## config.mk

```make
export PLATFORM = sky130hd
export DESIGN_NAME = executionUnit
export DESIGN_NICKNAME = d
export VERILOG_FILES = /design/src/theiaCfgPkg.sv /design/src/theiaIsaPkg.sv /design/src/executionUnit.sv
export SDC_FILE = /design/constraint.sdc
export NUM_CORES = 2
export LEC_CHECK = 0
export BUFFER_PORTS_ARGS = -buffer_cell sky130_fd_sc_hd__buf_2
export CORE_UTILIZATION = 55
export CTS_BUF_LIST = sky130_fd_sc_hd__clkbuf_8
export DETAILED_ROUTE_END_ITERATION = 12
export GPL_ROUTABILITY_DRIVEN = 0
export PLACE_DENSITY = 0.76
export SLEW_MARGIN = 15
export SYNTH_ARGS = -nofsm -noshare
export SYNTH_HDL_FRONTEND = slang
export SYNTH_SLANG_ARGS = --single-unit
```

## constraint.sdc

```tcl
create_clock -name clock -period 14.65 [get_ports clock]
set_clock_uncertainty 0.05 [all_clocks]
set_input_delay 0.7325 -clock clock [delete_from_list [all_inputs] [get_ports clock]]
set_output_delay 0.7325 -clock clock [all_outputs]
set_load 0.1 [all_outputs]
```

## src/theiaCfgPkg.sv

```systemverilog
// Core configuration package
// Word, row and address widths with their types

package theiaCfgPkg;

  // Widths --------------------
  localparam int WordWidth      = 32;  // One component, one bus word
  localparam int RowComps       = 3;   // Components per data row
  localparam int DataAddrWidth  = 7;   // Row address inside one bank
  localparam int InstrAddrWidth = 8;   // Instruction memory address
  localparam int CompSelWidth   = 2;   // Component select in host writes

  // Types --------------------
  typedef logic [WordWidth-1:0] wordT;

  // Packed so a whole row moves as one 96-bit value
  typedef wordT [RowComps-1:0] rowT;

  typedef logic [DataAddrWidth-1:0]  dataAddrT;
  typedef logic [InstrAddrWidth-1:0] instrAddrT;

endpackage

```

## src/theiaIsaPkg.sv

```systemverilog
// Micro-code instruction set package
// Opcodes, instruction word layout and host address tags

package theiaIsaPkg;

  // Opcodes --------------------
  typedef enum logic [3:0] {
    OpNop = 4'h0,  // Advance only
    OpAdd = 4'h1,  // dst = a + b per component
    OpSub = 4'h2,  // dst = a - b per component
    OpMul = 4'h3,  // dst = a * b, low 32 bits kept
    OpMov = 4'h4,  // dst = a
    OpOut = 4'h5,  // Row a to output memory at dst
    OpRet = 4'h6   // End of shader
  } opcodeT;

  // Instruction word, opcode in the top nibble
  typedef struct packed {
    opcodeT     opcode;  // [31:28]
    logic [6:0] dst;     // [27:21]
    logic [6:0] srcA;    // [20:14]
    logic [6:0] srcB;    // [13:7]
    logic [6:0] unused;  // [6:0] reserved
  } instrT;

  // Address tags on the config slave --------------------
  localparam logic [1:0] TgaInstr = 2'd1;  // Write goes to instruction memory
  localparam logic [1:0] TgaData  = 2'd0;  // Write goes to a data row component

endpackage

```

## src/executionUnit.sv

```systemverilog
// Micro-code execution unit
// Fetch, operand read and execute phases over three-component rows

`timescale 1ns/1ps

module executionUnit import theiaCfgPkg::*, theiaIsaPkg::*; (
  input  logic      clock,
  input  logic      arstN,
  input  logic      trigger,
  input  instrT     instr,    // Valid from the read phase on
  input  rowT       rowA,     // Valid in the execute phase
  input  rowT       rowB,
  output instrAddrT pc,
  output dataAddrT  rdAdrA,
  output dataAddrT  rdAdrB,
  output logic      we,
  output dataAddrT  wrAdr,
  output rowT       wrRow,
  output rowT       omemDat,
  output dataAddrT  omemAdr,
  output logic      omemWe,
  output logic      done
);

  typedef enum logic [1:0] {
    PhIdle,
    PhFetch,  // pc presented to instruction RAM
    PhRead,   // Source rows addressed
    PhExec    // Result and side effects
  } phaseT;

  phaseT phase;
  logic  inExec;
  logic  isRet;
  logic  isArith;
  rowT   result;

  assign inExec  = (phase == PhExec);
  assign isRet   = (instr.opcode == OpRet);
  assign isArith = (instr.opcode inside {OpAdd, OpSub, OpMul, OpMov});

  // Phase sequencer and program counter --------------------
  always_ff @(posedge clock or negedge arstN) begin
    if (!arstN) begin
      phase <= PhIdle;
      pc    <= '0;
    end else begin
      unique case (phase)
        PhIdle: begin
          if (trigger) begin
            pc    <= '0;        // Entry fixed at zero
            phase <= PhFetch;
          end
        end
        PhFetch: phase <= PhRead;
        PhRead:  phase <= PhExec;
        PhExec: begin
          if (isRet) begin
            phase <= PhIdle;
          end else begin
            pc    <= pc + 1'b1;
            phase <= PhFetch;
          end
        end
        default: phase <= PhIdle;
      endcase
    end
  end

  // Operand addresses straight from the instruction word
  assign rdAdrA = instr.srcA;
  assign rdAdrB = instr.srcB;

  // Component-wise datapath --------------------
  always_comb begin
    result = rowA;                            // Mov and the fallback
    for (int i = 0; i < RowComps; i++) begin
      unique case (instr.opcode)
        OpAdd:   result[i] = rowA[i] + rowB[i];
        OpSub:   result[i] = rowA[i] - rowB[i];
        OpMul:   result[i] = rowA[i] * rowB[i];  // Low 32 bits
        default: result[i] = rowA[i];
      endcase
    end
  end

  // Data memory write back
  assign we    = inExec & isArith;
  assign wrAdr = instr.dst;
  assign wrRow = result;

  // Output memory port, source A row to dst
  assign omemWe  = inExec & (instr.opcode == OpOut);
  assign omemAdr = instr.dst;
  assign omemDat = rowA;

  assign done = inExec & isRet;  // Single pulse to control

endmodule

```

==> results.cfg <==
[critical_path]
rr_worst_depth = 8
startpoint_type = primary input
cp.required_ps = 13870
crit_arrival_ps = 8900
r2r_slack_ps = 12690
endpoint_kind = primary output
path_class = in2out
reg2reg_from = phase[0]$_DFFE_PN0P_
path_max_fanout = 30
rr_endpoint = pc[7]$_DFFE_PN0P_

[floorplanning]
num_rows = 116
die_x_um = 322
start_util_pct = 55.8
ios = 458
core_um2 = 101000
die_height_um = 322
die_area_um2 = 103000

[yosys]
synth_top_cells_by_area = fa_1 (44%), ha_1 (11%), and2_1 (10%)
ys_warn_count = 0
synth_top_area_cell = fa_1
netlist_instances = 6509
ys_ff_latch = 10
ys_seq_area_share_pct = 0.446
synth_cell_types = 93
async_reset_ff_share_pct = 100
syn_area_um2 = 56200
synth_edf_count = 0
ys.flop_type = dfrtp_1
syn_area_per_cell_um2 = 8.63
synth_top_area_share_pct = 43.7
syn_nets = 8435

[sta]
fin_tns_setup_ps = 0
slew_headroom_pct = 19.7
rsz0062_at_grt = false
fin_crit_ps = 9690
worst_slew_pin_slew_ps = 1200
period_share_pct = 66.1
slew_viol_final = 0
fmax_ghz = 0.103
hold_viol = 0
finalSetupViolCount = 0

[detailed_routing]
route.vias.total = 45300
drtAntennaViolNets = 0
drt_iter0_drc = 3373
wl_per_cell_um = 21.8
drc_errors = 0
via_per_inst = 5.80
firstDrtPassIters = 5
routed_wl_um = 170000

[clock_network]
postCtsSetupBuffers = 0
cts-root-buf = clkbuf_8
cts_tree = yes
clk_pin_slew_ps = 50
htree_levels = 1
holdBufCountCts = 0
cts_buffers = 3
clock_path_buffers = 2
clk_latency_ps = 240
cts.sinks = 10
cts_resized = 0

[cells_and_area]
final_cell_mix = fa_1 (1227), inv_1 (1183), and2_1 (927), nand2_1 (784), ha_1 (472)
fill_cells = 8940
layout_commonest_cell = fa_1
nets = 8388
drive_gt1_share_pct = 7.41
regArea_um2 = 250
area_delta_synth_final_pct = 3.03
multi_input_area_um2 = 49200

[flow_run]
maxCapViolCount = 0

[status]
outcome = complete, no violations

[global_route]
antenna_found_initial = 13
grt_use_total_pct = 33.8
overflow = 0
grt_pass1_wl_um = 269000
grt_max_degree = 67
grt_pass1_vias = 48700

[placement]
portBuffers = 401
hpwl_um = 128000

[min_path]
hold_class = in2async
registers in the layout (all words and copies together) (netlist names):
| signal | cells |
|---|---|
| phase | 2 |
| pc | 8 |
worst max-delay path by stage:
stage                     cells after the start        end  slack [ps]     start
final                                        25  wrRow[31]        4960   rowB[6]
after global placement                       26  wrRow[30]        5160   rowB[6]
after detailed placement                     26  wrRow[30]        5110   rowB[6]
after floorplan                              19  wrRow[50]        4370  rowB[38]
after global routing                         26  wrRow[30]        4680   rowB[6]
after CTS                                    26  wrRow[30]        5060   rowB[6]
final cells by class:
class	instances	share of cell area (%)
sequential	10	0.433
multi-input combinational	4841	85.1
tap	1357	2.93
inverter	1183	7.68
timing repair buffer	423	3.75
clock buffer	3	0.0714
antenna	4	0.0173
metrics by stage:
step	setup slack, ps	util (%)	std cells	cell area, um^2	hold WS [ps]
CTS	5060	57.5	7817	57800	299
detailed placement	5110	57.5	7814	57800	482
global route	4680	57.5	7819	57800	303
floorplan	4370	-	6509	56200	387
finish	4960	57.5	7821	57900	295
global placement	5160	57.5	7814	57800	472
cell usage after synthesis (12+ instances only):
library cell / number
ha_1: 472
o21bai_1: 14
buf_4: 124
nand3_1: 20
o21ai_1: 12
nand2_1: 787
fa_1: 1227
nand4_1: 12
a221o_1: 17
o21a_1: 33
a21o_1: 71
a22oi_1: 45
nor3_1: 44
nor2_1: 151
xnor2_1: 278
and2_1: 928
inv_1: 1183
o31ai_1: 17
nand2b_1: 33
a21oi_1: 153
clkbuf_1: 344
o21ai_0: 131
nor2b_1: 23
xor2_1: 152
o221ai_1: 15
a31oi_1: 26
layer usage:
| metal | share of wire [%] | GRT usage, % | wire [um] |
|---|---|---|---|
| met1 | 37 | 42.8 | 63600 |
| met2 | 46 | 55.3 | 78200 |
| met3 | 11 | 7.29 | 18800 |
| met4 | 5.6 | 15.3 | 9490 |
| met5 | 0.047 | 0 | 80 |
critical path, cell delays in order:
cell	delay [ps]
buf_2	570
and2_1	250
fa_1	450
fa_1	510
fa_1	530
inv_1	60
fa_1	480
inv_1	50
fa_1	520
inv_1	60
fa_1	540
inv_1	50
fa_1	510
fa_1	440
ha_1	380
a21o_1	130
a21oi_1	60
o21ai_0	250
a31oi_1	150
a31oi_1	590
a21o_1	190
a21oi_1	70
xnor2_1	170
o221ai_1	600
buf_2	550
cell families (layout without fill, tap and decap cells):
family / after synthesis / after routing / share of synthesized area (%)
compound gates: 636 / 636 / 7.62
xor+xnor: 430 / 430 / 6.71
fa+ha+maj: 1699 / 1699 / 54.3
buf+inv: 1658 / 1609 / 11.9
flops: 10 / 10 / 0.446
mux: 10 / 10 / 0.180
other cells: 0 / 4 / 0
simple gates: 2066 / 2066 / 18.9
Power is left out: the tool's default activity adds up to more than one toggle a clock period on the data nets, which glitch-free logic cannot reach.
