<file path="config.mk">
export PLATFORM = sky130hd
export DESIGN_NAME = controlUnit
export DESIGN_NICKNAME = d
export VERILOG_FILES = /design/src/controlUnit.sv
export SDC_FILE = /design/constraint.sdc
export NUM_CORES = 1
export LEC_CHECK = 0
export ABC_CLOCK_PERIOD_IN_PS = 1400
export BUFFER_PORTS_ARGS = -buffer_cell sky130_fd_sc_hd__buf_2
export CORE_AREA = 2 2 39 41
export CTS_CLUSTER_SIZE = 30
export DETAILED_ROUTE_END_ITERATION = 10
export DIE_AREA = 0 0 41 43
export SYNTH_ARGS = -nofsm -noshare
export SYNTH_HDL_FRONTEND = slang
export SYNTH_SLANG_ARGS = --single-unit
</file>
<file path="constraint.sdc">
create_clock -name clock -period 1.4 [get_ports clock]
set_input_delay 0.07 -clock clock [delete_from_list [all_inputs] [get_ports clock]]
set_output_delay 0.07 -clock clock [all_outputs]
set_load 0.02 [all_outputs]
</file>
<file path="src/controlUnit.sv">
// Run sequencer for the shader core
// Bank flip, execution trigger and result commit pulses

`timescale 1ns/1ps

module controlUnit (
  input  logic clock,
  input  logic arstN,
  input  logic mst,
  input  logic renderEn,
  input  logic hda,
  input  logic exeDone,
  output logic flip,     // Bank flip, also hdl at the top
  output logic trigger,  // Start the shader at address zero
  output logic rcommit
);

  typedef enum logic [1:0] {
    StIdle,   // Waiting for render request
    StFlip,   // Banks swap this cycle
    StStart,  // Kick the execution unit
    StWait    // Shader running
  } stateT;

  stateT state;
  stateT stateNext;
  logic  runReq;

  // Host keeps the core while mst is high
  assign runReq = renderEn & hda & ~mst;

  // Next state --------------------
  always_comb begin
    stateNext = state;
    unique case (state)
      StIdle:  if (runReq) stateNext = StFlip;
      StFlip:  stateNext = StStart;
      StStart: stateNext = StWait;
      StWait:  if (exeDone) stateNext = StIdle;  // Variable latency
      default: stateNext = StIdle;
    endcase
  end

  // State and commit register --------------------
  always_ff @(posedge clock or negedge arstN) begin
    if (!arstN) begin
      state   <= StIdle;
      rcommit <= 1'b0;
    end else begin
      state   <= stateNext;
      rcommit <= (state == StWait) & exeDone;  // Cycle after done
    end
  end

  // Single-cycle pulses decoded from state
  assign flip    = (state == StFlip);
  assign trigger = (state == StStart);

endmodule

</file>
==> metrics, run 1 <==
outcome finished clean; most instantiated cells after synthesis ha_1 (5), dfrtp_1 (3), inv_1 (2); final cell area excluding filler cells ~320 um^2; CP max stage delay approximately 390 ps; register area share after synthesis 0.351; Fin Setup TNS 0 ps; Min-Delay Path Class in -> reg; drt drc 0; Synth area leader dfrtp_1; top cell family by delay on the critical path flip-flops; met2 WL approximately 130 um; Antenna Violating Nets Remaining 0; Slew Viols, Final 0; Critical Path Stages 4; Cell Rows 14; Congestion Overflow GR 0; synth unique cells 10; CTS clock-pin slew for the worst setup and hold paths 40 ps; WL final slightly below 400 um; CTS max path bufs 2; Critical Path Sink Type flop; actual slew at the worst max-slew pin around 120 ps; HPWL after detailed placement ~320 um; Sw Ratio 0.396; vias in the first global route around 150; Starting DRT DRC Count 0; WHS Path Cells 2; die area between 1500 and 2000 um^2; Post-synth EDFFs 0; yosys warns 0; Power Density around 2000 nW/um^2; Nets 43; WL met3 ~66 um; Fmax around 760 MHz; utilization after layout 0.231; Final Cycle Share 0.934; leakage power 0.179 nW; Buf/Inv on CP 0; Clk Latency, worst-skew pair approximately 240 ps; Comb power frac 0.505; most frequent cell after synthesis ha_1; routed via count roughly 150; Data arrival, critical path around 1400 ps; Hold Vio Cnt, Final 0; DRT met1 WL around 170 um; CTS tree yes; Psw between 200 and 300 uW; peak supply drop approximately 400 uV; mean routed wirelength per cell 8.40 um; TritonCTS buffer count 3; Mapped Area 214 um^2; Internal Power a little under 400 uW; initial core utilization 0.155; share of cells above drive strength 1 0.516; CP required approximately 1500 ps; CP Class reg -> reg; Synth async-reset ratio 1.00; GRT Util Overall 0.0643; Cell Chain, Critical Path ha_2 -> nor2b_2 -> a21oi_2 -> mux2_1; Placer Congestion 0.715; CTS sink cnt 3; Critical Path Start Type flop; max cap viols 0; synth top area cells dfrtp_1 (35%), ha_1 (29%), nand3b_4 (9.4%); die width approximately 41 um; Yosys top cell area share 0.351; Post-synth top flop dfrtp_1; maximum number of pins on one net before global-route repair 5; Reg power frac 0.245; Slowest cell on crit path dfrtp_1; Clk Tree Root Cell clkbuf_4; CP max FO 3; antenna cell count 0; cells on worst reg2reg path 4; fin crit period 1310 ps; Via density approximately 3.3; RSZ-0062 raised after global routing no; drt first pass iters 1; DIE HEIGHT approximately 43 um; relative slew slack 0.915; Avg Inst Size Synth 12.6 um^2; first-pass GRT wire length slightly below 600 um; number of synthesized register bits 3; H-tree depth 1; Area Growth Syn to Fin 49.7%; Clock Skew 1.62 ps; Max Used Layer met4; post-synthesis cell count 17; final setup fails 0; Clk pwr share 0.250; core area ~1400 um^2; top-level port count 9; initial antenna violation count 0; placed instance area roughly 280 um^2; fillcell total 153; Syn Nets 28; input/output buffers 8
[layout make-up]
| cell class | count | area (um^2) | area share |
|---|---|---|---|
| multi-input combinational | 12 | 134 | 0.418 |
| sequential | 3 | 75.1 | 0.234 |
| timing repair buffer | 10 | 57.6 | 0.180 |
| clock buffer | 4 | 26.3 | 0.0820 |
| tap | 16 | 20.0 | 0.0625 |
| inverter | 2 | 7.51 | 0.0234 |
[layer usage]
metal | vias up | GRT usage
li1 | 81 | -
met1 | 58 | 0.0579
met2 | 12 | 0.0563
met3 | 3 | 0.0681
met4 | 0 | 0.100
met5 | - | 0
[placed cells by master, fill, tap and decap left out]
cell	instances
ha_1	4
dfrtp_1	3
nand3b_4	1
a21oi_2	1
buf_2	8
mux2i_1	1
ha_2	1
inv_1	2
nor2_1	1
dlygate4sd3_1	1
and2_1	1
clkbuf_4	3
buf_4	1
clkbuf_1	1
mux2_1	1
nor2b_2	1
[final timing paths]
kind / start / end / slack, ps
max: state[0]$_DFFE_PN0P_ / state[1]$_DFFE_PN0P_ / 90
min: exeDone / rcommit$_DFF_PN0_ / 70
max reg2reg: state[0]$_DFFE_PN0P_ / state[1]$_DFFE_PN0P_ / 90
min reg2reg: state[1]$_DFFE_PN0P_ / state[1]$_DFFE_PN0P_ / 550
max in group asynchronous: arstN / rcommit$_DFF_PN0_ / 1150
min in group asynchronous: arstN / state[0]$_DFFE_PN0P_ / 150
[registers in the layout (all words and copies together), names as in the netlist]
register  flops
state         2
rcommit       1
[through the flow]
step | power, mW | setup WS [ps] | hold WS [ps] | std cells
after global routing | 0.709 | 30.6 | 76.7 | 47
after CTS | 0.658 | 51.1 | 68.7 | 47
after floorplan | 0.389 | 105 | -226 | 17
after global placement | 0.485 | 61.0 | -133 | 42
after detailed placement | 0.489 | 55.1 | -132 | 42
final | 0.644 | 91.8 | 73.3 | 47
[power by group through the flow]
stage | combinational [mW] | sequential (mW) | clock, mW
after detailed placement | 0.329 | 0.159 | 0
after floorplan | 0.226 | 0.162 | 0
after global routing | 0.372 | 0.163 | 0.174
after global placement | 0.322 | 0.163 | 0
final | 0.325 | 0.158 | 0.161
after CTS | 0.332 | 0.158 | 0.168
[repair_timing]
| action | in CTS | in global routing |
|---|---|---|
| gates resized for setup | 0 | 1 |
| setup buffers | 0 | 0 |
| setup endpoints to repair | 0 | 1 |
| hold buffers | 1 | 0 |
| endpoints found under the hold margin | 3 | 0 |
[cell families after synthesis]
family	after synthesis	synth area share
buffers and inverters	2	0.0351
flip-flops	3	0.351
AO/OA/AOI/OAI	1	0.0409
multiplexers	2	0.0994
adder cells (fa/ha/maj)	5	0.292
AND/OR/NAND/NOR	4	0.181
(Power assumes the default switching activity.)
==> inputs of run 2 (changes only) <==
--- a/config.mk
+++ b/config.mk
@@ -11,6 +11,7 @@
 export CTS_CLUSTER_SIZE = 30
 export DETAILED_ROUTE_END_ITERATION = 10
 export DIE_AREA = 0 0 41 43
+export RECOVER_POWER = 25
 export SYNTH_ARGS = -nofsm -noshare
 export SYNTH_HDL_FRONTEND = slang
 export SYNTH_SLANG_ARGS = --single-unit
==> metrics, run 2 (synthesis gave the netlist of run 1 again) <==
placed instance area 282 um^2 (unchanged); Sw Ratio 0.396 (about the same); CTS tree yes; drt drc 0 (unchanged); Critical Path Sink Type flop; CTS max path bufs 2 (unchanged); most frequent cells in the layout buf_2 (7), ha_1 (4), clkbuf_4 (3), dfrtp_1 (3); input/output buffers 8 (unchanged); Largest Register state; H-tree depth 1 (unchanged); Critical Path Stages 4 (unchanged); final cell area excluding filler cells 319 um^2 (-0.39%); Min-Delay Path Class in -> reg; CP required 1520 ps (about the same); Starting DRT DRC Count 0 (unchanged); die width 41 um (unchanged); Cell Chain, Critical Path ha_2 -> nor2b_2 -> a21oi_2 -> mux2_1; Placer Congestion 0.715 (unchanged); Congestion Overflow GR 0 (unchanged); Nets 43 (unchanged); maximum number of pins on one net before global-route repair 5 (unchanged); fin crit period 1310 ps (unchanged); most common cell after layout, fill and taps aside buf_2; max reg flops 2 (unchanged); CTS sink cnt 3 (unchanged); Antenna Violating Nets Remaining 0 (unchanged); max cap viols 0 (unchanged); CP Class reg -> reg; first-pass GRT wire length 586 um (unchanged); worst reg2reg startpoint state[0]$_DFFE_PN0P_; Slowest cell on crit path dfrtp_1; initial core utilization 0.155 (unchanged); peak supply drop 403 uV (-0.13%); Psw 255 uW (about the same); WHS Path Cells 2 (unchanged); final worst slack 91.8 ps (unchanged); cells on worst reg2reg path 4 (unchanged); top cell family by delay on the critical path flip-flops; CP max FO 3 (unchanged); total power 644 uW (about the same); Cells after DPL 42 (unchanged); Setup Fix Bufs, Post-CTS 0 (unchanged); Clock Skew 1.62 ps (unchanged); crit path from state[0]$_DFFE_PN0P_; routed via count 154 (unchanged); final hold slack 73.3 ps (unchanged); outcome finished clean; dpl ws 55.1 ps (unchanged); mean routed wirelength per cell 8.36 um (-0.51%); Max Used Layer met4; die area 1760 um^2 (unchanged); post-route insts no fill 47 (unchanged); Fin Setup TNS 0 ps (unchanged); DRT met1 WL 170 um (-1.2%); antenna cell count 0 (unchanged); RSZ-0062 raised after global routing no; final setup fails 0 (unchanged); WL final 393 um (-0.51%); Clk Latency, worst-skew pair 240 ps (about the same); drt first pass iters 1 (unchanged); GRT Util Overall 0.0643 (unchanged); utilization after layout 0.231 (-0.000904); initial antenna violation count 0 (unchanged); Data arrival, critical path 1430 ps (about the same); Reg power frac 0.245 (about the same); top-level port count 9 (unchanged); Internal Power 389 uW (-0.11%); crit path capture state[1]$_DFFE_PN0P_; leakage power 0.176 nW (-1.5%); TritonCTS buffer count 3 (unchanged); Critical R2R Capture state[1]$_DFFE_PN0P_; vias in the first global route 151 (unchanged); met2 WL 131 um (unchanged); Clk pwr share 0.251 (about the same); Buf/Inv on CP 0 (unchanged); core area 1380 um^2 (unchanged); Area Growth Syn to Fin 49.1%; DIE HEIGHT 43 um (unchanged); share of cells above drive strength 1 0.484 (-0.0323); CTS clock-pin slew for the worst setup and hold paths 40 ps (about the same); Final Cycle Share 0.934 (unchanged); Power Density 2020 nW/um^2 (+0.32%); actual slew at the worst max-slew pin 124 ps (unchanged); Fmax 764 MHz (unchanged); Slew Viols, Final 0 (unchanged); register-to-register setup slack 90 ps (about the same); top flop regs state: 2 flops, rcommit: 1 flops; WL met3 66 um (unchanged); Cell Rows 14 (unchanged); Via density 3.28 (unchanged); fillcell total 154 (+0.65%); Clk Tree Root Cell clkbuf_4; relative slew slack 0.915 (unchanged); HPWL after detailed placement 319 um (unchanged); Hold Vio Cnt, Final 0 (unchanged); CP max stage delay 390 ps (about the same); Critical Path Start Type flop; Comb power frac 0.504 (about the same)
==> run 2: cell type report <==
type,instances,area (um^2),share of cell area
repair buffers,10,56.3,0.176
flip-flops and latches,3,75.1,0.235
inverters,2,7.51,0.0235
multi-input cells,12,134,0.420
clock buffers,4,26.3,0.0824
well taps,16,20.0,0.0627
==> run 2: how the worst min path moves through the flow <==
stage	start	endpoint
3_5_place_dp	arstN	state[0]$_DFFE_PN0P_
3_3_place_gp	arstN	state[0]$_DFFE_PN0P_
4_1_cts	exeDone	rcommit$_DFF_PN0_
2_1_floorplan	arstN	rcommit$_DFF_PN0_
5_1_grt	exeDone	rcommit$_DFF_PN0_
6_report	exeDone	rcommit$_DFF_PN0_
==> run 2: metal layers <==
layer,global-route usage,up-vias
met5,0,-
met4,0.100,0
met3,0.0681,3
met2,0.0563,12
met1,0.0579,58
li1,-,81
==> run 2: power groups by stage <==
| stage | combinational [mW] | sequential (mW) | clock, mW |
|---|---|---|---|
| CTS | 0.332 | 0.158 | 0.168 |
| floorplan | 0.226 | 0.162 | 0 |
| global placement | 0.322 | 0.163 | 0 |
| finish | 0.325 | 0.158 | 0.161 |
| global route | 0.372 | 0.163 | 0.174 |
| detailed placement | 0.329 | 0.159 | 0 |
==> run 2: repair_timing <==
item                                    in CTS  in global routing
endpoints found under the setup margin       0                  1
hold endpoints to repair                     3                  0
gates resized for setup                      0                  1
hold buffers                                 1                  0
==> run 2: worst register-to-register path: stages, from the launching register on <==
cell	delay, ps
dfrtp_1	390
ha_2	190
nor2b_2	150
a21oi_2	130
mux2_1	330
==> inputs of run 3 (changes only) <==
--- a/config.mk
+++ b/config.mk
@@ -11,6 +11,7 @@
 export CTS_CLUSTER_SIZE = 30
 export DETAILED_ROUTE_END_ITERATION = 10
 export DIE_AREA = 0 0 41 43
+export PLACE_DENSITY = 0.34
 export RECOVER_POWER = 25
 export SYNTH_ARGS = -nofsm -noshare
 export SYNTH_HDL_FRONTEND = slang
==> metrics, run 3 (synthesis gave the netlist of run 1 again) <==
routed via count 166 (+7.8%); Critical Path Sink Type flop; initial core utilization 0.155 (unchanged); Starting DRT DRC Count 2 (+2); Power Density 2100 nW/um^2 (+4.2%); top-level port count 9 (unchanged); Placer Congestion 0.718 (+0.29%); Final Cycle Share 0.944 (+0.00970); Slowest cell on crit path dfrtp_1; CTS max path bufs 2 (unchanged); HPWL after detailed placement 291 um (-8.8%); first-pass GRT wire length 593 um (+1.2%); Hold Vio Cnt, Final 0 (unchanged); input/output buffers 8 (unchanged); TritonCTS buffer count 3 (unchanged); Clock Skew 0.749 ps (-0.868 ps); CP required 1510 ps (about the same); final worst slack 78.2 ps (-13.6 ps); vias in the first global route 161 (+6.6%); Via density 3.46 (+5.5%); fillcell total 156 (+1.3%); utilization after layout 0.237 (+0.00633); relative slew slack 0.897 (-0.0177); Nets 44 (+2.3%); CP max FO 3 (unchanged); Largest Register state; Antenna Violating Nets Remaining 0 (unchanged); Cell Rows 14 (unchanged); Buf/Inv on CP 0 (unchanged); total power 689 uW (+7.1%); CP Class reg -> reg; Clk Latency, worst-skew pair 230 ps (about the same); most frequent cells in the layout buf_2 (7), ha_1 (5), clkbuf_4 (3), dfrtp_1 (3); most common cell after layout, fill and taps aside buf_2; Fin Setup TNS 0 ps (unchanged); WL final 350 um (-11%); final cell area excluding filler cells 328 um^2 (+2.7%); max reg flops 2 (unchanged); max cap viols 0 (unchanged); dpl ws 57.3 ps (+2.20 ps); actual slew at the worst max-slew pin 154 ps (+30.1 ps); top cell family by delay on the critical path flip-flops; Clk Tree Root Cell clkbuf_4; CP max stage delay 400 ps (about the same); fin crit period 1320 ps (+13.6 ps); GRT Util Overall 0.0573 (-0.00697); die width 41 um (unchanged); Data arrival, critical path 1430 ps (about the same); placed instance area 289 um^2 (+2.7%); Congestion Overflow GR 0 (unchanged); antenna cell count 0 (unchanged); initial antenna violation count 0 (unchanged); drt first pass iters 2 (+1); Min-Delay Path Class in -> reg; peak supply drop 810 uV (+100%); CTS tree yes; Cell Chain, Critical Path ha_1 -> nor2b_2 -> a21oi_2 -> mux2_4; top flop regs state: 2 flops, rcommit: 1 flops; final setup fails 0 (unchanged); leakage power 0.187 nW (+6.3%); H-tree depth 1 (unchanged); Area Growth Syn to Fin 53.2%; share of cells above drive strength 1 0.500 (+0.0161); Setup Fix Bufs, Post-CTS 0 (unchanged); CTS sink cnt 3 (unchanged); DIE HEIGHT 43 um (unchanged); outcome finished clean; Slew Viols, Final 0 (unchanged); drt drc 0 (unchanged); CTS clock-pin slew for the worst setup and hold paths 30 ps (about the same); Critical Path Start Type flop; RSZ-0062 raised after global routing no; die area 1760 um^2 (unchanged); Fmax 757 MHz (-1.0%); maximum number of pins on one net before global-route repair 5 (unchanged); core area 1380 um^2 (unchanged); mean routed wirelength per cell 7.29 um (-13%)
run 3: repair_timing:
| action | 4_1_cts | 5_1_grt |
|---|---|---|
| endpoints found under the hold margin | 3 | 0 |
| setup endpoints to repair | 0 | 1 |
| resized for setup | 0 | 1 |
| hold buffers | 1 | 0 |
run 3: path summary, 6_finish.rpt:
path / start / end / slack [ps] / cells past startpoint
worst max register to register: state[0]$_DFFE_PN0P_ / state[1]$_DFFE_PN0P_ / 80 / 4
min in group asynchronous: arstN / rcommit$_DFF_PN0_ / 170 / 2
max in group asynchronous: arstN / state[0]$_DFFE_PN0P_ / 1080 / 2
worst max-delay path: state[0]$_DFFE_PN0P_ / state[1]$_DFFE_PN0P_ / 80 / 4
worst min register to register: state[1]$_DFFE_PN0P_ / state[1]$_DFFE_PN0P_ / 650 / 2
worst min-delay path: exeDone / rcommit$_DFF_PN0_ / 80 / 2
run 3: per-stage QoR:
stage / hold WS (ps) / cells
floorplan: -226 / 17
global placement: -134 / 43
detailed placement: -133 / 43
CTS: 75.1 / 48
global route: 83.4 / 48
finish: 82.4 / 48
run 3: where the power goes:
part | leakage (nW) | internal (mW) | switching [mW]
clock network | 0.0150 | 0.107 | 0.0418
registers | 0.0370 | 0.128 | 0.0286
logic | 0.135 | 0.200 | 0.184
total | 0.187 | 0.435 | 0.255
run 3: cell type report:
type	instances	area, um^2	share of cell area
Clock buffer	4	26.3	0.0802
Multi-Input combinational cell	12	135	0.412
Timing Repair Buffer	11	63.8	0.195
Tap cell	16	20.0	0.0611
Sequential cell	3	75.1	0.229
Inverter	2	7.51	0.0229
run 3: worst register-to-register path: stages (launching register included):
cell and delay, ps:
dfrtp_1 400, ha_1 210, nor2b_2 150, a21oi_2 140, mux2_4 310
run 3: metal layers:
metal	GRT usage	vias up	wire length [um]
met2	0.0625	7	153
met5	0	-	0
li1	-	85	-
met3	0.0471	0	36
met1	0.0613	74	160
met4	0.0600	0	0
