### src/theiaCfgPkg.sv
// Core configuration package
// Word, row and address widths with their types

package theiaCfgPkg;

  // Widths --------------------
  localparam int WordWidth      = 32;  // One component, one bus word
  localparam int RowComps       = 3;   // Components per data row
  localparam int DataAddrWidth  = 7;   // Row address inside one bank
  localparam int InstrAddrWidth = 8;   // Instruction memory address
  localparam int CompSelWidth   = 2;   // Component select in host writes

  // Types --------------------
  typedef logic [WordWidth-1:0] wordT;

  // Packed so a whole row moves as one 96-bit value
  typedef wordT [RowComps-1:0] rowT;

  typedef logic [DataAddrWidth-1:0]  dataAddrT;
  typedef logic [InstrAddrWidth-1:0] instrAddrT;

endpackage

### src/theiaIsaPkg.sv
// Micro-code instruction set package
// Opcodes, instruction word layout and host address tags

package theiaIsaPkg;

  // Opcodes --------------------
  typedef enum logic [3:0] {
    OpNop = 4'h0,  // Advance only
    OpAdd = 4'h1,  // dst = a + b per component
    OpSub = 4'h2,  // dst = a - b per component
    OpMul = 4'h3,  // dst = a * b, low 32 bits kept
    OpMov = 4'h4,  // dst = a
    OpOut = 4'h5,  // Row a to output memory at dst
    OpRet = 4'h6   // End of shader
  } opcodeT;

  // Instruction word, opcode in the top nibble
  typedef struct packed {
    opcodeT     opcode;  // [31:28]
    logic [6:0] dst;     // [27:21]
    logic [6:0] srcA;    // [20:14]
    logic [6:0] srcB;    // [13:7]
    logic [6:0] unused;  // [6:0] reserved
  } instrT;

  // Address tags on the config slave --------------------
  localparam logic [1:0] TgaInstr = 2'd1;  // Write goes to instruction memory
  localparam logic [1:0] TgaData  = 2'd0;  // Write goes to a data row component

endpackage

### src/hostSlave.sv
// Wishbone-style configuration slave
// Instruction writes pass whole, data components assemble into rows

`timescale 1ns/1ps

module hostSlave import theiaCfgPkg::*, theiaIsaPkg::*; (
  input  logic       clock,
  input  logic       arstN,
  input  logic       mst,
  input  wordT       wbDat,
  input  wordT       wbAdr,
  input  logic [1:0] wbTga,
  input  logic       wbWe,
  input  logic       wbStb,
  input  logic       wbCyc,
  output logic       wbAck,
  output logic       instrWe,
  output instrAddrT  instrAdr,
  output instrT      instrData,
  output logic       hostRowWe,
  output dataAddrT   hostRowAdr,
  output rowT        hostRow      // Also the component buffer
);

  localparam logic [CompSelWidth-1:0] LastComp = CompSelWidth'(RowComps - 1);

  logic                    accept;
  logic                    isInstr;
  logic                    isData;
  logic [CompSelWidth-1:0] compSel;
  logic                    rowPend;  // Last component taken, row write next

  // No new strobe taken while ack is out
  assign accept  = mst & wbCyc & wbStb & wbWe & ~wbAck;
  assign isInstr = (wbTga == TgaInstr);
  assign isData  = (wbTga == TgaData);
  assign compSel = wbAdr[CompSelWidth-1:0];

  // Handshake and write strobes --------------------
  always_ff @(posedge clock or negedge arstN) begin
    if (!arstN) begin
      wbAck     <= 1'b0;
      instrWe   <= 1'b0;
      rowPend   <= 1'b0;
      hostRowWe <= 1'b0;
    end else begin
      wbAck     <= accept;               // One-cycle pulse
      instrWe   <= accept & isInstr;
      rowPend   <= accept & isData & (compSel == LastComp);
      hostRowWe <= rowPend;              // Commit one cycle after the ack
    end
  end

  // Payload capture --------------------
  always_ff @(posedge clock) begin
    if (accept && isInstr) begin
      instrAdr  <= wbAdr[InstrAddrWidth-1:0];
      instrData <= instrT'(wbDat);
    end
    // Select 3 has no component and is dropped
    if (accept && isData && compSel <= LastComp) begin
      hostRow[compSel] <= wbDat;
      hostRowAdr       <= wbAdr[CompSelWidth +: DataAddrWidth];  // Row above comp bits
    end
  end

endmodule

### config.mk
export PLATFORM = sky130hd
export DESIGN_NAME = hostSlave
export DESIGN_NICKNAME = d
export VERILOG_FILES = /design/src/theiaCfgPkg.sv /design/src/theiaIsaPkg.sv /design/src/hostSlave.sv
export SDC_FILE = /design/constraint.sdc
export NUM_CORES = 1
export LEC_CHECK = 0
export BUFFER_PORTS_ARGS = -buffer_cell sky130_fd_sc_hd__buf_2
export CAP_MARGIN = 0
export CORE_MARGIN = 2
export CORE_UTILIZATION = 47
export CTS_BUF_LIST = sky130_fd_sc_hd__clkbuf_8
export DETAILED_ROUTE_END_ITERATION = 10
export PLACE_DENSITY = 0.81
export SYNTH_ARGS = -nofsm -noshare
export SYNTH_HDL_FRONTEND = slang
export SYNTH_SLANG_ARGS = --single-unit
### constraint.sdc
create_clock -name clock -period 6.1 [get_ports clock]
set_input_delay 0.61 -clock clock [delete_from_list [all_inputs] [get_ports clock]]
set_output_delay 0.61 -clock clock [all_outputs]
set_load 0.1 [all_outputs]
==> results of run 1 <==
## Yosys cell counts, drive strengths merged
library cell  count  share of area, %
nand4bb           1              0.61
nor4b             1              0.33
inv               2              0.17
nor2              1             0.083
edfxtp          143                95
nand3b            1              0.44
a211oi            1              0.17
dfrtp             4               2.2
nor4              4              0.56
nand2             1             0.083
## how the worst max path moves through the flow
stage,to,from,slack (ps)
2_1_floorplan,instrAdr[0]$_DFFE_PP_,wbAck$_DFF_PN0_,570
3_3_place_gp,hostRowAdr[0]$_DFFE_PP_,wbTga[0],3900
3_5_place_dp,hostRowAdr[0]$_DFFE_PP_,wbTga[0],3800
4_1_cts,hostRowAdr[3]$_DFFE_PP_,wbAck$_DFF_PN0_,4180
5_1_grt,hostRowAdr[1]$_DFFE_PP_,wbAck$_DFF_PN0_,4080
6_report,hostRowAdr[5]$_DFFE_PP_,wbAck$_DFF_PN0_,4220
## flip-flops by register name, summed over array words and instances, names as in the netlist
signal / count
wbAck: 1
hostRowAdr: 7
instrData: 32
rowPend: 1
hostRowWe: 1
instrAdr: 8
hostRow: 96
instrWe: 1
## power by group
| group | switching [W] | total, W | internal [W] |
|---|---|---|---|
| sequential | 0.000000773 | 0.00111 | 0.00111 |
| clock | 0.000359 | 0.000811 | 0.000451 |
| combinational | 0.0000433 | 0.0000592 | 0.0000159 |
## per-layer routing
layer / part of all wire (%) / vias up / global-route usage, % / routed length (um)
met2: 52 / 119 / 29.1 / 4560
met1: 37 / 1174 / 18.2 / 3280
met3: 9.7 / 13 / 7.73 / 853
li1: - / 1092 / - / -
met4: 1.6 / 0 / 6.46 / 137
met5: 0 / - / 0 / 0
## layout make-up
class / count / area [um^2]
Clock buffer: 17 / 234
Inverter: 2 / 7.51
Tap cell: 129 / 161
Timing Repair Buffer: 200 / 1020
Multi-Input combinational cell: 10 / 130
Clock inverter: 15 / 208
Sequential cell: 147 / 4390
Fill cell: 654 / 3130
## worst max-delay path: cells and delay by family (launching register included)
kind	cells	cell delay, ps
AND/OR/NAND/NOR	1	210
flip-flops	1	380
AO/OA/AOI/OAI	1	910
## cell families after synthesis
logic type,Yosys count,synth area share (%)
simple gates,9,2.11
flops,147,97.6
compound gates,1,0.167
buf+inv,2,0.167
## per-stage QoR
stage               cell area, um^2  power (W)  util, %  setup WS, ps  std cells
finish                         6150    0.00198     66.3          4220        520
floorplan                      4500    0.00116        -           569        159
detailed placement             5700    0.00119     61.4          3800        487
CTS                            6150    0.00200     66.3          4180        520
global route                   6150    0.00204     66.3          4080        520
global placement               5700    0.00119     61.4          3900        487
==> results.sh, run 1 <==
export IMPL_cp_max_fo=7
export IMPL_wire_per_inst_um=17.0
export IMPL_ys_ff_latch=147
export IMPL_ant_nets=0
export IMPL_vdd_drop_max_v=0.000243
export IMPL_cp_end_kind="flip-flop"
export IMPL_grt_overflow=0
export IMPL_setup_violations=0
export IMPL_leakage_nw=2.41
export IMPL_status="finished clean"
export IMPL_r2r_start="wbAck$_DFF_PN0_"
export IMPL_worst_setup_path_type="flip-flop to flip-flop"
export IMPL_holdPathStages=0
export IMPL_dieHeight_um=102
export IMPL_layout_commonest_cell="buf_2"
export IMPL_dr_pass1_iters=4
export IMPL_drv_cap=0
export IMPL_drive_gt1_share_pct=60.1
export IMPL_holdPathEnd="hostRowWe$_DFF_PN0_"
export IMPL_ys_warn_count=0
export IMPL_r2r_end="hostRowAdr[5]$_DFFE_PP_"
export IMPL_fmax_mhz=532
export IMPL_cpMaxStageDelayCell="a211oi_1"
export IMPL_worstPathArrival_ps=1910
export IMPL_cts_setup_buffers=0
export IMPL_clk_pin_slew_ps=70
export IMPL_synth_avg_cell_area_um2=28.3
export IMPL_cts_sink_count=147
export IMPL_min_from="rowPend$_DFF_PN0_"
export IMPL_netlist_instances=159
export IMPL_r2r_slack_ps=4220
export IMPL_finClkSkew_ps=7.36
export IMPL_postCtsHoldBufs=1
export IMPL_dp_hpwl_um=5880
export IMPL_p_per_area_mw_per_mm2=322
export IMPL_antenna_found_initial=0
export IMPL_vias_per_cell=4.61
export IMPL_cts_tree="yes"
export IMPL_maxSlewHeadroom_pct=27.3
export IMPL_globalplace_congestion=0.684
export IMPL_r2r_cells=2
export IMPL_grt_pass1_vias=2423
export IMPL_cpPeakStageDelay_ps=910
export IMPL_worst_hold_slack_ps=356
export IMPL_slew_viol_final=0
export IMPL_grt_pass1_wl_um=12500
export IMPL_clock_root_buffer="clkbuf_8"
export IMPL_dieArea_mm2=0.0104
export IMPL_fin_crit_sh_pct=30.8
export IMPL_io_pins=218
export IMPL_areaGrowthSynthToFinish_pct=36.6
export IMPL_fin_nets=450
export IMPL_fin_setup_tns_ps=0
export IMPL_mostFrequentLayoutCells="194 x buf_2, 143 x edfxtp_1, 17 x clkbuf_8"
export IMPL_drt_iter0_drc=100
export IMPL_critical_path_required_ps=6130
export IMPL_grtUsageTotal_pct=16.8
export IMPL_critPathLaunchType="flip-flop"
export IMPL_drc=0
export IMPL_synth_cell_types=10
export IMPL_wl_um=8830
export IMPL_cp_cell_sequence="nand3b_4 > a211oi_1"
export IMPL_rows=35
export IMPL_clock_path_buffers=2
export IMPL_synth_area_mm2=0.00450
export IMPL_final_hold_violation_count=0
export IMPL_fp_dieW_um=102
export IMPL_num_vias=2398
export IMPL_rsz0062_at_grt="false"
export IMPL_io_buffers=194
export IMPL_yosysSeqAreaShare_pct=97.6
export IMPL_syn_num_nets=231
export IMPL_antenna_cells=0
export IMPL_grt_max_degree=33
export IMPL_hold_path_class="flip-flop to flip-flop"
export IMPL_cts_resized=0
export IMPL_htreeDepth=4
export IMPL_start_util_pct=48.5
export IMPL_insertion_delay_ps=410
export IMPL_fin_crit_ps=1880
export IMPL_core_area_mm2=0.00928
export IMPL_cts_buffers=17
export IMPL_tightest_slew_ps=1080
No activity file was read; power rests on OpenSTA's default activity.
==> run 2, diff against run 1 <==
--- a/config.mk
+++ b/config.mk
@@ -5,6 +5,7 @@
 export SDC_FILE = /design/constraint.sdc
 export NUM_CORES = 1
 export LEC_CHECK = 0
+export ABC_AREA = 1
 export BUFFER_PORTS_ARGS = -buffer_cell sky130_fd_sc_hd__buf_2
 export CAP_MARGIN = 0
 export CORE_MARGIN = 2
==> constraint.sdc (replaced) <==
create_clock -name clock -period 1.81 [get_ports clock]
set_input_delay 0.181 -clock clock [delete_from_list [all_inputs] [get_ports clock]]
set_output_delay 0.181 -clock clock [all_outputs]
set_load 0.1 [all_outputs]
==> run 2 against run 1 <==
Compared with the run above:
- design area rose by 8.5%
- maximum frequency rose by 19%
- sequential power rose to 3.4 times the previous value
- first-iteration DRC count fell by 13%
- clock-buffer cell count did not move
- clock power rose to 3.6 times the previous value
- setup slack got worse by 4000 ps
- global-route usage rose by 2.3 points
- synthesized cell count rose by 7.5%
- clock skew barely moved
- combinational power rose to 5.3 times the previous value
==> results.sh, run 2 <==
export IMPL_status="finished clean"
export IMPL_top_register="hostRow"
export IMPL_areaGrowthSynthToFinish_pct=48.5
export IMPL_cts_tree="yes"
export IMPL_synth_top_cell_by_area="edfxtp_1"
export IMPL_antenna_found_initial=0
export IMPL_fp_dieW_um=102
export IMPL_grt_pass1_wl_um=14300
export IMPL_r2r_cells=4
export IMPL_multiInputGateArea_um2=113
export IMPL_drive_gt1_share_pct=54.1
export IMPL_dr_pass1_iters=4
export IMPL_critPathLaunchType="flip-flop"
export IMPL_core_area_mm2=0.00924
export IMPL_reg_top3="hostRow x96, instrData x32, instrAdr x8"
export IMPL_netlist_instances=171
export IMPL_fin_nets=506
export IMPL_cp_max_fo=13
export IMPL_clock_path_buffers=2
export IMPL_wl_um=9860
export IMPL_vias_per_cell=4.58
export IMPL_nFillCells=585
export IMPL_synth_commonest_cells="143 x edfxtp_1, 7 x inv_1, 7 x nand2_1, 7 x nor2_1, 4 x dfrtp_1"
export IMPL_num_vias=2637
export IMPL_worst_setup_path_type="flip-flop to flip-flop"
export IMPL_antenna_cells=0
export IMPL_fmax_mhz=635
export IMPL_dieHeight_um=102
export IMPL_syn_num_nets=243
export IMPL_layout_commonest_cell="buf_2"
export IMPL_cp_end_kind="flip-flop"
export IMPL_largest_reg_flops=96
export IMPL_synth_cell_types=7
export IMPL_clk_pin_slew_ps=80
export IMPL_setup_violations=0
export IMPL_dieArea_mm2=0.0104
export IMPL_ant_nets=0
export IMPL_leakage_nw=2.65
export IMPL_cts_sink_count=147
export IMPL_fin_area_mm2=0.00667
export IMPL_seqCellArea_mm2=0.00440
export IMPL_yosysSeqAreaShare_pct=97.7
export IMPL_cts_setup_buffers=0
export IMPL_post_place_ws_ps=253
export IMPL_globalplace_congestion=0.777
export IMPL_cts_buffers=17
export IMPL_power_total_w=0.00696
export IMPL_async_flop_share_pct=2.72
export IMPL_synth_avg_cell_area_um2=26.3
export IMPL_maxSlewHeadroom_pct=66.4
export IMPL_vdd_drop_max_v=0.000600
export IMPL_ys_warn_count=0
export IMPL_io_buffers=194
export IMPL_place_inst=502
export IMPL_final_cells=576
export IMPL_start_util_pct=48.7
export IMPL_ys_ff_latch=147
export IMPL_rsz0062_at_grt="false"
export IMPL_grt_max_degree=42
export IMPL_rows=35
export IMPL_synth_edf_count=143
export IMPL_slew_viol_final=0
export IMPL_fin_crit_sh_pct=87.0
export IMPL_synth_ff_type="edfxtp_1"
export IMPL_p_per_area_mw_per_mm2=1040
export IMPL_tightest_slew_ps=507
export IMPL_dp_hpwl_um=5980
export IMPL_grtUsageTotal_pct=19.1
export IMPL_synth_area_mm2=0.00450
export IMPL_grt_pass1_vias=2750
export IMPL_synthTopCellsByArea="edfxtp_1 96%, dfrtp_1 2.2%, inv_1 0.58%, nand2_1 0.58%, nor2_1 0.58%"
export IMPL_hold_path_class="input pin to asynchronous set/reset pin"
export IMPL_finClkSkew_ps=7.79
export IMPL_fin_crit_ps=1580
export IMPL_drv_cap=0
export IMPL_grt_overflow=0
export IMPL_placed_cell_area_mm2=0.00579
export IMPL_fin_util_pct=72.2
export IMPL_wire_per_inst_um=17.1
export IMPL_final_hold_violation_count=0
export IMPL_synth_most_common_cell="edfxtp_1"
export IMPL_netlist_area_leader_share_pct=95.5
export IMPL_drc=0
export IMPL_mostFrequentLayoutCells="194 x buf_2, 143 x edfxtp_1, 42 x dlygate4sd3_1"
export IMPL_critical_path_required_ps=1920
export IMPL_htreeDepth=4
export IMPL_fin_ws_ps=235
export IMPL_io_pins=218
export IMPL_insertion_delay_ps=410
export IMPL_drt_iter0_drc=87
export IMPL_worstPathArrival_ps=1680
export IMPL_clock_root_buffer="clkbuf_8"
[run 2: changes by cell type in the layout (fill, tap and decap cells not counted), sizes merged, moves of 2 or more]
cell         delta
buf             +3
clkinv          -2
dlygate4sd3    +41
inv             +6
nand2           +6
nor2            +8
nor4            -4
[run 2: path summary, 6_finish.rpt]
check                                  start                     to  slack, ps
setup / recovery             wbAck$_DFF_PN0_  hostRow[72]$_DFFE_PP_        230
hold / removal                         arstN        wbAck$_DFF_PN0_        120
setup reg to reg             wbAck$_DFF_PN0_  hostRow[72]$_DFFE_PP_        230
hold reg to reg            rowPend$_DFF_PN0_    hostRowWe$_DFF_PN0_        350
max in group asynchronous              arstN        wbAck$_DFF_PN0_       1550
min in group clock                     wbCyc        wbAck$_DFF_PN0_        150
[run 2: layout make-up]
| cell class | count | share of cell area, % |
|---|---|---|
| Sequential cell | 147 | 65.9 |
| Tap cell | 129 | 2.42 |
| Multi-Input combinational cell | 17 | 1.69 |
| Clock inverter | 15 | 3.41 |
| Clock buffer | 17 | 3.51 |
| Inverter | 7 | 0.394 |
| Timing Repair Buffer | 244 | 22.7 |
[run 2: worst max-delay path, stage by stage, from the launching register on]
cell and delay, ps:
dfrtp_4 500, nor2_4 120, nand3_2 210, nor2_4 180, buf_4 250
[run 2: repair_timing]
item | in CTS | in global routing
setup endpoints to repair | 0 | 0
hold buffers | 41 | 1
resized for setup | 0 | 0
hold endpoints to repair | 143 | 4
[run 2: logic make-up (layout without fill, tap and decap cells)]
group                  after synthesis  after routing  synth area share [%]
DFF                                147            147                  97.7
buffers and inverters                7            283                 0.585
and+or+nand+nor                     17             17                  1.67
[run 2: layer usage]
metal / track usage [%] / up-vias / part of all wire, %
met4: 7.28 / 0 / 1.5
met5: 0 / - / 0
met1: 20.8 / 1284 / 37
met3: 6.76 / 12 / 7.6
li1: - / 1190 / -
met2: 34.2 / 151 / 54
[run 2: report_power, final]
| group | switching [W] | total (W) | internal [W] |
|---|---|---|---|
| sequential | 0.00000449 | 0.00375 | 0.00374 |
| clock | 0.00123 | 0.00290 | 0.00166 |
| combinational | 0.000199 | 0.000312 | 0.000114 |
| total | 0.00144 | 0.00696 | 0.00552 |
[run 2: metrics by stage]
step	TNS [ps]	hold WS [ps]
after floorplan	-8390	-115
after global placement	0	-14.8
after detailed placement	0	-7.10
after CTS	0	4.12
after global routing	0	94.6
final	0	119
==> run 3, diff against run 2 <==
--- a/config.mk
+++ b/config.mk
@@ -8,11 +8,13 @@
 export ABC_AREA = 1
 export BUFFER_PORTS_ARGS = -buffer_cell sky130_fd_sc_hd__buf_2
 export CAP_MARGIN = 0
-export CORE_MARGIN = 2
+export CORE_MARGIN = 10
 export CORE_UTILIZATION = 47
 export CTS_BUF_LIST = sky130_fd_sc_hd__clkbuf_8
 export DETAILED_ROUTE_END_ITERATION = 10
 export PLACE_DENSITY = 0.81
+export SETUP_SLACK_MARGIN = 0.5
+export SKIP_CTS_REPAIR_TIMING = 1
 export SYNTH_ARGS = -nofsm -noshare
 export SYNTH_HDL_FRONTEND = slang
 export SYNTH_SLANG_ARGS = --single-unit
==> run 3 against run 2 <==
Compared with the run above:
- sequential share of layout area down 3.8 points
- non-clock buffer count is 3 higher
- combinational power up 5%
- critical path type unchanged
==> results.sh, run 3 (synthesis results as in run 2) <==
export IMPL_worst_setup_path_type="flip-flop to flip-flop"
export IMPL_wl_um=11800
export IMPL_clock_path_buffers=2
export IMPL_wl_met1_um=4170
export IMPL_io_buffers=194
export IMPL_reg_top3="hostRow x96, instrData x32, instrAdr x8"
export IMPL_drv_cap=0
export IMPL_slew_viol_final=0
export IMPL_sw_frac_of_total_pct=21.4
export IMPL_drt_iter0_drc=136
export IMPL_grt_overflow=0
export IMPL_cp_max_fo=17
export IMPL_rsz0062_at_grt="true"
export IMPL_finClkSkew_ps=8.38
export IMPL_start_util_pct=48.4
export IMPL_grt_pass1_wl_um=16000
export IMPL_p_comb_share_pct=4.9
export IMPL_cts_buffers=17
export IMPL_pwr_share_seq_pct=56.2
export IMPL_crit_top_cell="nor2_4"
export IMPL_routed_top_layer="met4"
export IMPL_hold_path_class="input pin to flip-flop"
export IMPL_p_switching_w=0.00143
export IMPL_fin_crit_sh_pct=78.3
export IMPL_wl_met3_um=988
export IMPL_clk_pin_slew_ps=80
export IMPL_mostFrequentLayoutCells="143 x edfxtp_1, 103 x clkbuf_4, 48 x buf_2"
export IMPL_dr_pass1_iters=4
export IMPL_grt_pass1_vias=2782
export IMPL_globalplace_congestion=0.725
export IMPL_critPathLaunchType="flip-flop"
export IMPL_tightest_slew_ps=317
export IMPL_fmax_mhz=706
export IMPL_clkPwrFrac_pct=38.9
export IMPL_core_area_mm2=0.00928
export IMPL_largest_reg_flops=96
export IMPL_ant_nets=0
export IMPL_power_total_w=0.00667
export IMPL_cpMaxStageDelayCell="dfrtp_4"
export IMPL_fin_util_pct=76.3
export IMPL_setup_violations=0
export IMPL_fin_crit_ps=1420
export IMPL_wl_met2_um=6620
export IMPL_final_hold_violation_count=0
export IMPL_cp_end_kind="flip-flop"
export IMPL_p_per_area_mw_per_mm2=942
export IMPL_dieArea_mm2=0.0139
export IMPL_insertion_delay_ps=420
export IMPL_fp_dieW_um=118
export IMPL_wire_per_inst_um=20.4
export IMPL_grt_max_degree=42
export IMPL_grtUsageTotal_pct=15.0
export IMPL_cpPeakStageDelay_ps=490
export IMPL_fin_area_mm2=0.00708
export IMPL_vias_per_cell=4.57
export IMPL_num_vias=2644
export IMPL_critical_path_required_ps=1930
export IMPL_vdd_drop_max_v=0.000685
export IMPL_htreeDepth=4
export IMPL_antenna_cells=0
export IMPL_drive_gt1_share_pct=54.7
export IMPL_internal_power_w=0.00524
export IMPL_top_register="hostRow"
export IMPL_cts_tree="yes"
export IMPL_maxSlewHeadroom_pct=79.0
export IMPL_fin_nets=509
export IMPL_layout_commonest_cell="edfxtp_1"
export IMPL_clock_root_buffer="clkbuf_8"
export IMPL_rows=35
export IMPL_io_pins=218
export IMPL_dp_hpwl_um=7710
export IMPL_nFillCells=509
export IMPL_status="finished clean"
export IMPL_worstPathArrival_ps=1530
export IMPL_placed_cell_area_mm2=0.00579
export IMPL_dieHeight_um=118
export IMPL_leakage_nw=2.75
export IMPL_cp_cell_sequence="nor2_4 > nand3_4 > nor2_4 > buf_12"
export IMPL_antenna_found_initial=0
export IMPL_fin_setup_tns_ps=0
export IMPL_areaGrowthSynthToFinish_pct=57.5
export IMPL_cts_sink_count=147
export IMPL_drc=0
run 3: worst paths after layout:
check | start | to | slack (ps) | depth (start not counted)
setup / recovery | wbAck$_DFF_PN0_ | hostRow[36]$_DFFE_PP_ | 390 | 4
hold / removal | wbDat[8] | hostRow[8]$_DFFE_PP_ | 9 | 1
setup reg to reg | wbAck$_DFF_PN0_ | hostRow[36]$_DFFE_PP_ | 390 | 4
hold reg to reg | rowPend$_DFF_PN0_ | hostRowWe$_DFF_PN0_ | 360 | 0
max in group asynchronous | arstN | wbAck$_DFF_PN0_ | 1580 | 2
min in group asynchronous | arstN | wbAck$_DFF_PN0_ | 90 | 2
run 3: stage by stage:
stage	setup slack (ps)	hold slack, ps	std cells
floorplan	-62.5	-115	171
global placement	306	-11.2	503
detailed placement	274	-6.39	503
CTS	255	-465	535
global route	339	1.97	579
finish	393	8.93	579
run 3: final cells by class:
cell class                      count  area, um^2  area share (%)
Inverter                            7        26.3           0.371
Clock inverter                     15         180            2.54
Sequential cell                   147        4400            62.1
Clock buffer                       17         234            3.30
Timing Repair Buffer              247        1950            27.6
Tap cell                          129         161            2.28
Multi-Input combinational cell     17         128            1.80
run 3: power groups by stage:
stage / Combinational [W] / Sequential [W] / Clock, W
CTS: 0.000241 / 0.00375 / 0.00264
floorplan: 0.0000198 / 0.00394 / 0
global placement: 0.000229 / 0.00383 / 0
global route: 0.000347 / 0.00375 / 0.00280
detailed placement: 0.000240 / 0.00383 / 0
finish: 0.000328 / 0.00375 / 0.00259
run 3: worst max-delay path, delay by kind of cell, from the launching register on:
kind | cells | cell delay [ps]
flops | 1 | 490
simple gates | 3 | 440
buf+inv | 1 | 190
run 3: per-layer routing:
layer / track usage, % / up-vias
met5: 0 / -
met4: 6.18 / 0
met3: 7.77 / 8
met2: 26.2 / 129
met1: 14.6 / 1303
li1: - / 1204
